## config.mk

```make
export PLATFORM = sky130hd
export DESIGN_NAME = video_timing
export DESIGN_NICKNAME = d
export VERILOG_FILES = /design/src/logic/sprite_dma_pkg.sv /design/src/logic/video_timing.sv
export SDC_FILE = /design/constraint.sdc
export NUM_CORES = 1
export LEC_CHECK = 0
export BUFFER_PORTS_ARGS = -buffer_cell sky130_fd_sc_hd__buf_4
export CAP_MARGIN = 25
export CORE_ASPECT_RATIO = 0.9
export CORE_MARGIN = 10
export CORE_UTILIZATION = 40
export DETAILED_ROUTE_END_ITERATION = 10
export HOLD_SLACK_MARGIN = 0.08
export PLACE_DENSITY = 0.68
export RECOVER_POWER = 25
export SYNTH_ARGS = -nofsm -noshare
export SYNTH_HDL_FRONTEND = slang
export SYNTH_SLANG_ARGS = --single-unit
```

## constraint.sdc

```tcl
create_clock -name clk -period 4.21 [get_ports clk]
set_input_delay 0.842 -clock clk [delete_from_list [all_inputs] [get_ports clk]]
set_output_delay 0.842 -clock clk [all_outputs]
set_load 0.005 [all_outputs]
```

## src/logic/sprite_dma_pkg.sv

```systemverilog
`default_nettype none

package sprite_dma_pkg;

    localparam int tbl_addr_w = 10;  // 1 KiB sprite table in work RAM.
    localparam int obj_lanes  = 4;   // three byte lanes and one 5-bit lane.

    // one sprite entry as the renderer sees it; lane 0 sits in the low bits.
    typedef struct packed {
        logic [4:0] attr3;
        logic [7:0] attr2;
        logic [7:0] attr1;
        logic [7:0] attr0;
    } obj_attr_t;

    typedef struct packed {
        logic [7:0] idx;    // object buffer address the entry was read from.
        obj_attr_t  attr;
        logic       valid;  // only set in display, once the table copy is done.
    } obj_entry_t;

    typedef struct packed {
        logic                  wr;    // single-cycle write strobe.
        logic [tbl_addr_w-1:0] addr;
        logic [7:0]            data;
    } cpu_wr_t;

    typedef struct packed {
        logic       cen;  // one-in-two clock enable.
        logic [1:0] h;    // pixel phase.
        logic       vb;   // vertical blank level.
    } video_t;

    // the board wires the DMA count to the table address in this order.
    // bit 10 is the done flag and never reaches the address bus.
    function automatic logic [tbl_addr_w-1:0] scramble_addr(input logic [tbl_addr_w:0] cnt);
        logic [tbl_addr_w-1:0] a;
        a    = '0;
        a[2] = cnt[0];
        a[6] = cnt[1];
        a[3] = cnt[2];
        a[4] = cnt[3];
        a[7] = cnt[4];
        a[8] = cnt[5];
        a[9] = cnt[6];
        a[5] = cnt[7];
        a[0] = cnt[8];  // lane select bits end up at the bottom.
        a[1] = cnt[9];
        return a;
    endfunction

endpackage

`default_nettype wire

```

## src/logic/video_timing.sv

```systemverilog
`timescale 1ns/1ns
`default_nettype none

module video_timing import sprite_dma_pkg::*; #(
    parameter int LINE_TICKS   = 64,   // cen ticks per line, a multiple of 4.
    parameter int FRAME_LINES  = 32,
    parameter int VBLANK_LINES = 4
) (
    input  wire    clk,
    input  wire    rst_n,
    output video_t vid
);

    localparam int TW = (LINE_TICKS > 4) ? $clog2(LINE_TICKS) : 2;
    localparam int LW = (FRAME_LINES > 2) ? $clog2(FRAME_LINES) : 1;

    localparam logic [TW-1:0] TICK_LAST   = TW'(LINE_TICKS - 1);
    localparam logic [LW-1:0] LINE_LAST   = LW'(FRAME_LINES - 1);
    localparam logic [LW-1:0] VBLANK_LINE = LW'(FRAME_LINES - VBLANK_LINES);

    logic          cen_r;  // toggles every clk, so it is high on every other edge.
    logic [TW-1:0] tick;   // cen ticks within the current line.
    logic [LW-1:0] line;   // line within the frame.

    always_ff @(posedge clk or negedge rst_n) begin
        if (!rst_n) begin
            cen_r <= 1'b0;
        end else begin
            cen_r <= ~cen_r;
        end
    end

    // line and frame counters only move on cen ticks.
    always_ff @(posedge clk or negedge rst_n) begin
        if (!rst_n) begin
            tick <= '0;
            line <= '0;
        end else if (cen_r) begin
            if (tick == TICK_LAST) begin
                tick <= '0;  // the line wraps with h back at 0.
                line <= (line == LINE_LAST) ? '0 : line + 1'b1;
            end else begin
                tick <= tick + 1'b1;
            end
        end
    end

    // vb changes together with the line, so its rising edge always lands on h = 0.
    always_comb begin
        vid.cen = cen_r;
        vid.h   = tick[1:0];
        vid.vb  = (line >= VBLANK_LINE);  // last VBLANK_LINES lines of the frame.
    end

endmodule

`default_nettype wire

```

Word-level counts from Yosys, hierarchy flattened:

Index checks and enable logic that the tools add are counted.

* word-level logic and storage cells: 12
* latch bits: 0
* ROM bits: 0
* flip-flop bits (word level): 12
* output and inout port bits: 4
* memories: 0
* RAM bits: 0

* add/subtract/negate cells: 2
* multiplexer cells: 2
* $lt $le $gt $ge: 1
* equal/unequal tests: 2
* $mul: 0
* divide/modulo/power cells: 0
* reduce and logical (&&, ||, !) cells: 1
* shifts and indexed selects: 0
* bitwise operators: 1

Operator list (number)
* $add A6 B1 Y6 const B: 1
* $eq A6 B6 Y1 const B: 1
* $mux W6: 1
* $add A5 B1 Y5 const B: 1
* $eq A5 B5 Y1 const B: 1
* $ge A5 B5 Y1 const B: 1
* $mux W5: 1
* $reduce_and A2 Y1: 1
* $not A1 Y1: 1

Logic depth before layout (Yosys ltp):

Gate-level depths: netlist (run 1).

* depth in word-level cells: 2
* gate-level depth with buffers: 6
* gate-level depth less buffers: 6

Worst setup path after synthesis (run 1):

No wires, ideal clock.

* kind: register to register
* start: register line[0]
* end: register line[3]
* data arrival time: 1.518 ns
* library setup time: 0.087 ns
* data required time: 4.123 ns
* buffers on the path: 0
* path slack: 2.606 ns
* cell stages (with the launch flop): 6
* cells stage by stage: dfrtp_1 -> ha_1 -> and3_1 -> ha_1 -> or3_1 -> o211ai_1

* longest elaborated chain between the ends: 2
* elaborated cells between the ends (all ways): 3

Ends and longest elaborated chain
* start, declared: RTL line video_timing.sv:23 `logic [LW-1:0] line;`
* start signal, assigned: RTL line video_timing.sv:41 `line <= (line == LINE_LAST) ? '0 : line + 1'b1;`
* $add A5 B1 Y5 or $eq A5 B5 Y1 (tied branches): RTL line video_timing.sv:41
* $mux W5 *: RTL line video_timing.sv:41

Mark *: on every way between the ends. The rest lies on a longest branch, timed or not.
A chain may end at the register's enable or synchronous reset.

==> impl_metrics.env, run 1 <==
export IMPL_synth_cells=60
export IMPL_synth_xor_area_share=0.0417
export IMPL_design_die_area_um2=3570
export IMPL_most_common_layout_cells="12 x dfrtp_1, 5 x nand2_1, 5 x o21ai_0"
export IMPL_n_fill_cell=134
export IMPL_cts_setup_buffers=0
export IMPL_crit_fanout=6
export IMPL_netlist_area_um2=631
export IMPL_tritoncts_num_buffers=3
export IMPL_fmax_mhz=548
export IMPL_combPwrFrac=0.012
export IMPL_synthDistinctLibCells=27
export IMPL_final_common_cell="dfrtp_1"
export IMPL_regArea_um2=300
export IMPL_cp_end_kind="primary output"
export IMPL_grt_usage=0.0663
export IMPL_fin_skew_ns=0.00539
export IMPL_peakVddDrop_uv=157
export IMPL_grt_antenna_before_repair=0
export IMPL_cts_tree="yes"
export IMPL_start_util=0.431
export IMPL_rows=13
export IMPL_core_um2=1460
export IMPL_place_inst=77
export IMPL_viasPerCell=5.22
export IMPL_fin_tns_setup_ns=0
export IMPL_clock_sinks=12
export IMPL_grt_pass1_wl_um=1800
export IMPL_grt_max_degree=13
export IMPL_fp_dieH_um=57.7
export IMPL_instances_no_fill=81
export IMPL_final_max_slew_viol_count=0
export IMPL_slew_headroom=0.561
export IMPL_io_buffers=5
export IMPL_fin_nets=73
export IMPL_hold_violations=0
export IMPL_yosys_top_cells_area="dfrtp_1 48%, ha_1 7.9%, o21ai_0 4.0%"
export IMPL_gp_congestion=0.798
export IMPL_clkPwrFrac=0.429
export IMPL_syn_num_nets=66
export IMPL_synth_largest_area_cell="dfrtp_1"
export IMPL_clockBufferDepth=2
export IMPL_syn2layout_area_growth_pct=10.5
export IMPL_htree_levels=1
export IMPL_p_total_mw=0.206
export IMPL_worstSetupPathType="flop to primary output"
export IMPL_overflow=0
export IMPL_synth_top_family_by_area="simple AND/OR/NAND/NOR gates"
export IMPL_synth_warnings=0
export IMPL_internal_power_mw=0.168
export IMPL_synthMuxAreaShare=0.0337
export IMPL_synth_compound_area_frac=0.117
export IMPL_drive_above_1_share=0.182
export IMPL_clk_insertion_delay_late_ns=0.27
export IMPL_leakagePower_nw=0.317
export IMPL_cp_required_ns=3.37
export IMPL_status="finished, final reports clean"
export IMPL_synth_simple_area_share=0.192
export IMPL_cts_root_buf="clkbuf_4"
export IMPL_path_clk_slew_ns=0.07
export IMPL_drc=0
export IMPL_dr_pass1_iters=3
export IMPL_fp_dieW_um=61.9
export IMPL_drtIter0Drc=6
export IMPL_antenna_cells=0
export IMPL_ctsResizeCount=0
export IMPL_yosysSeqAreaShare=0.476
export IMPL_power_density_nw_per_um2=295
export IMPL_fin_crit_ns=1.83
export IMPL_cap_violations=0
export IMPL_rsz0062_at_grt="no"
export IMPL_yosysTopAreaCellShare=0.476
export IMPL_worstMarginPinSlew_ns=0.659
export IMPL_cp_start_kind="flop"
export IMPL_multi_input_area_um2=293
export IMPL_grt_pass1_vias=419
export IMPL_setup_viol=0
export IMPL_pin_count=6
export IMPL_critical_path_arrival_ns=0.98
export IMPL_p_sw_mw=0.0378
export IMPL_syn_area_per_cell_um2=10.5
export IMPL_seq_power_share=0.560
export IMPL_sw_frac_of_total=0.184
export IMPL_drtAntennaViolNets=0
export IMPL_vias=423
export IMPL_wl_per_cell_um=12.5
export IMPL_ys_ff_latch=12
export IMPL_final_period_utilization=0.434
export IMPL_cts_hold_buffers=0
export IMPL_place_hpwl_um=767
export IMPL_worstHoldPathType="flop to flop"
export IMPL_finalWirelength_um=1010
export IMPL_synthAdderAreaFrac=0.0794
power by group through the flow:
stage                 logic, mW  clock network, mW  registers (mW)
floorplan           0.000000136                  0           0.117
global placement        0.00293                  0           0.117
detailed placement      0.00301                  0           0.117
CTS                     0.00301             0.0908           0.115
global route            0.00291             0.0992           0.115
finish                  0.00239             0.0882           0.115
layout make-up:
type                       count  area share
multi-input combinational     41       0.420
timing repair buffer           5      0.0485
inverter                       4      0.0215
tap                           15      0.0269
sequential                    12       0.431
clock buffer                   4      0.0521
registers in the layout, indices dropped and copies added, names as in the netlist:
| name | cells |
|---|---|
| cen_r | 1 |
| tick | 6 |
| line | 5 |
final timing paths:
path,slack (ns),end,cells past startpoint,start
max,2.38,vid[0],2,line[2]$_DFFE_PN0P_
min,0.52,tick[4]$_DFFE_PN0P_,1,tick[4]$_DFFE_PN0P_
max reg2reg,2.52,line[3]$_DFFE_PN0P_,5,line[0]$_DFFE_PN0P_
min reg2reg,0.52,tick[4]$_DFFE_PN0P_,1,tick[4]$_DFFE_PN0P_
max in group asynchronous,3.21,tick[1]$_DFFE_PN0P_,1,rst_n
min in group asynchronous,0.57,line[3]$_DFFE_PN0P_,1,rst_n
metal layers:
metal | track usage | wire (um)
met2 | 0.0996 | 460
met5 | 0 | 0
met4 | 0.0350 | 23
met3 | 0.0327 | 22
met1 | 0.0747 | 508
per-stage QoR:
step	hold slack, ns	setup WS, ns	cell area [um2]	util
3_5_place_dp	0.511	2.54	664	0.454
3_3_place_gp	0.510	2.57	664	0.454
6_report	0.524	2.38	697	0.476
4_1_cts	0.398	2.38	701	0.479
5_1_grt	0.547	2.33	697	0.476
2_1_floorplan	0.480	2.61	631	-
synth_stat cells:
library cell	instances
dfrtp_1	12
nand2_1	5
o21ai_0	5
ha_1	4
inv_1	4
buf_4	3
and3_1	2
nand2b_1	2
nand3_1	2
nor2_1	2
or3_1	2
xnor2_1	2
a21o_1	1
a21oi_1	1
mux2_1	1
mux2i_1	1
nand3b_1	1
nand4_1	1
nand4_2	1
nor2_2	1
nor4_1	1
o211ai_1	1
o21ai_1	1
o221ai_2	1
o2bb2ai_1	1
or2_4	1
xor2_1	1
worst max-delay path, cell delays in order (launching register included):
cell     delay (ns)
dfrtp_1        0.43
and3_1         0.16
buf_4          0.13
cell families after synthesis:
family,count (synthesis)
AND/OR/NAND/NOR,21
AO/OA/AOI/OAI,11
buffers and inverters,7
XOR/XNOR,3
adder cells (fa/ha/maj),4
multiplexers,2
flip-flops,12
Note: power is estimated with default switching activity, not from simulation.
==> run 2: changes to the inputs <==
- clock period: 4.21 -> 1.85 ns (I/O delays scaled with it)
==> impl_metrics.env, run 2 (synthesis results as in run 1) <==
export IMPL_cpPeakStageDelay_ns=0.42
export IMPL_cp_required_ns=2.04
export IMPL_path_buf_inv=0
export IMPL_path_cells="ha_1, and3_1, ha_1, or3_1, o211ai_1"
export IMPL_cp_end_kind="flop"
export IMPL_final_common_cell="dfrtp_1"
export IMPL_finalWirelength_um=1010
export IMPL_critical_path_arrival_ns=1.88
export IMPL_antenna_cells=0
export IMPL_slew_headroom=0.558
export IMPL_leakagePower_nw=0.321
export IMPL_syn2layout_area_growth_pct=12.1
export IMPL_final_period_utilization=0.914
export IMPL_post_place_ws_ns=0.177
export IMPL_cts_root_buf="clkbuf_4"
export IMPL_final_max_slew_viol_count=0
export IMPL_combPwrFrac=0.015
export IMPL_fin_skew_ns=0.00539
export IMPL_final_core_util=0.483
export IMPL_wl_per_cell_um=12.4
export IMPL_grt_pass1_wl_um=1820
export IMPL_most_common_layout_cells="12 x dfrtp_1, 5 x nand2_1, 5 x o21ai_0"
export IMPL_power_density_nw_per_um2=664
export IMPL_crit_top_cell="ha_1"
export IMPL_top_register="tick"
export IMPL_start_util=0.431
export IMPL_drive_above_1_share=0.179
export IMPL_grt_max_degree=13
export IMPL_tritoncts_num_buffers=3
export IMPL_vias=427
export IMPL_fin_nets=74
export IMPL_grt_usage=0.0667
export IMPL_io_buffers=5
export IMPL_setup_viol=0
export IMPL_sw_frac_of_total=0.184
export IMPL_status="finished, final reports clean"
export IMPL_peakVddDrop_uv=357
export IMPL_rsz0062_at_grt="no"
export IMPL_rows=13
export IMPL_htree_levels=1
export IMPL_n_fill_cell=133
export IMPL_core_um2=1460
export IMPL_design_area_um2=707
export IMPL_largest_reg_flops=6
export IMPL_pin_count=6
export IMPL_worstSetupPathType="flop to flop"
export IMPL_cp_start_kind="flop"
export IMPL_ctsResizeCount=0
export IMPL_fp_dieH_um=57.7
export IMPL_crit_fanout=6
export IMPL_fp_dieW_um=61.9
export IMPL_worstHoldPathType="flop to flop"
export IMPL_design_die_area_um2=3570
export IMPL_drtIter0Drc=7
export IMPL_cts_tree="yes"
export IMPL_clk_insertion_delay_late_ns=0.27
export IMPL_place_area_um2=664
export IMPL_grt_antenna_before_repair=0
export IMPL_cap_violations=0
export IMPL_drc=0
export IMPL_gp_congestion=0.798
export IMPL_clockBufferDepth=2
export IMPL_path_clk_slew_ns=0.07
export IMPL_cp_slowest_cell="dfrtp_1"
export IMPL_fin_tns_setup_ns=0
export IMPL_worst_path_dominant_cell_family="simple AND/OR/NAND/NOR gates"
export IMPL_internal_power_mw=0.383
export IMPL_fmax_mhz=591
export IMPL_top_regs="tick (6), line (5), cen_r (1)"
export IMPL_seq_power_share=0.558
export IMPL_dr_pass1_iters=3
export IMPL_p_sw_mw=0.0864
export IMPL_place_hpwl_um=767
export IMPL_viasPerCell=5.21
export IMPL_timing_final_ws_setup_ns=0.159
export IMPL_hold_violations=0
export IMPL_worstMarginPinSlew_ns=0.664
export IMPL_overflow=0
export IMPL_drtAntennaViolNets=0
export IMPL_clock_sinks=12
export IMPL_clkPwrFrac=0.427
export IMPL_grt_pass1_vias=423
export IMPL_fin_crit_ns=1.69
==> run 2: changes by cell type in the layout (fill, tap and decap cells not counted) <==
cell	delta
dlygate4sd3_1	+1
==> run 2: worst paths after layout <==
check,from,to,slack [ns],cells after the start
worst max register to register,line[0]$_DFFE_PN0P_,line[3]$_DFFE_PN0P_,0.16,5
worst min-delay path,tick[4]$_DFFE_PN0P_,tick[4]$_DFFE_PN0P_,0.52,1
worst min register to register,tick[4]$_DFFE_PN0P_,tick[4]$_DFFE_PN0P_,0.52,1
worst max-delay path,line[0]$_DFFE_PN0P_,line[3]$_DFFE_PN0P_,0.16,5
max in group asynchronous,rst_n,tick[1]$_DFFE_PN0P_,0.79,2
min in group asynchronous,rst_n,line[3]$_DFFE_PN0P_,0.64,2
==> run 2: cell type report <==
| type | instances | area, um2 | area share |
|---|---|---|---|
| tap | 15 | 18.8 | 0.0265 |
| sequential | 12 | 300 | 0.425 |
| timing repair buffer | 6 | 43.8 | 0.0619 |
| inverter | 4 | 15.0 | 0.0212 |
| clock buffer | 4 | 36.3 | 0.0513 |
| multi-input combinational | 41 | 293 | 0.414 |
==> run 2: repair_timing <==
| action | in CTS | in global routing |
|---|---|---|
| buffers inserted | 0 | 0 |
| endpoints found under the hold margin | 12 | 0 |
| hold buffers | 1 | 0 |
==> run 2: stage by stage <==
step	hold slack (ns)	cells	total power, mW
after global placement	0.216	77	0.274
after detailed placement	0.218	77	0.274
final	0.524	82	0.470
after global routing	0.547	82	0.496
after CTS	0.475	82	0.477
after floorplan	0.0744	60	0.267
==> run 2: power groups by stage <==
stage,combinational [mW],clock [mW],sequential (mW)
2_1_floorplan,0.000000136,0,0.267
3_3_place_gp,0.00667,0,0.267
3_5_place_dp,0.00684,0,0.267
4_1_cts,0.00854,0.207,0.262
5_1_grt,0.00839,0.226,0.262
6_report,0.00706,0.201,0.262
==> run 2: layer usage <==
layer	global-route usage	share of wire	wire [um]	up-vias
met5	0	0	0	-
met4	0.0350	0.023	23	0
met3	0.0327	0.022	22	2
met2	0.0996	0.45	458	5
met1	0.0759	0.50	510	198
li1	-	-	-	222
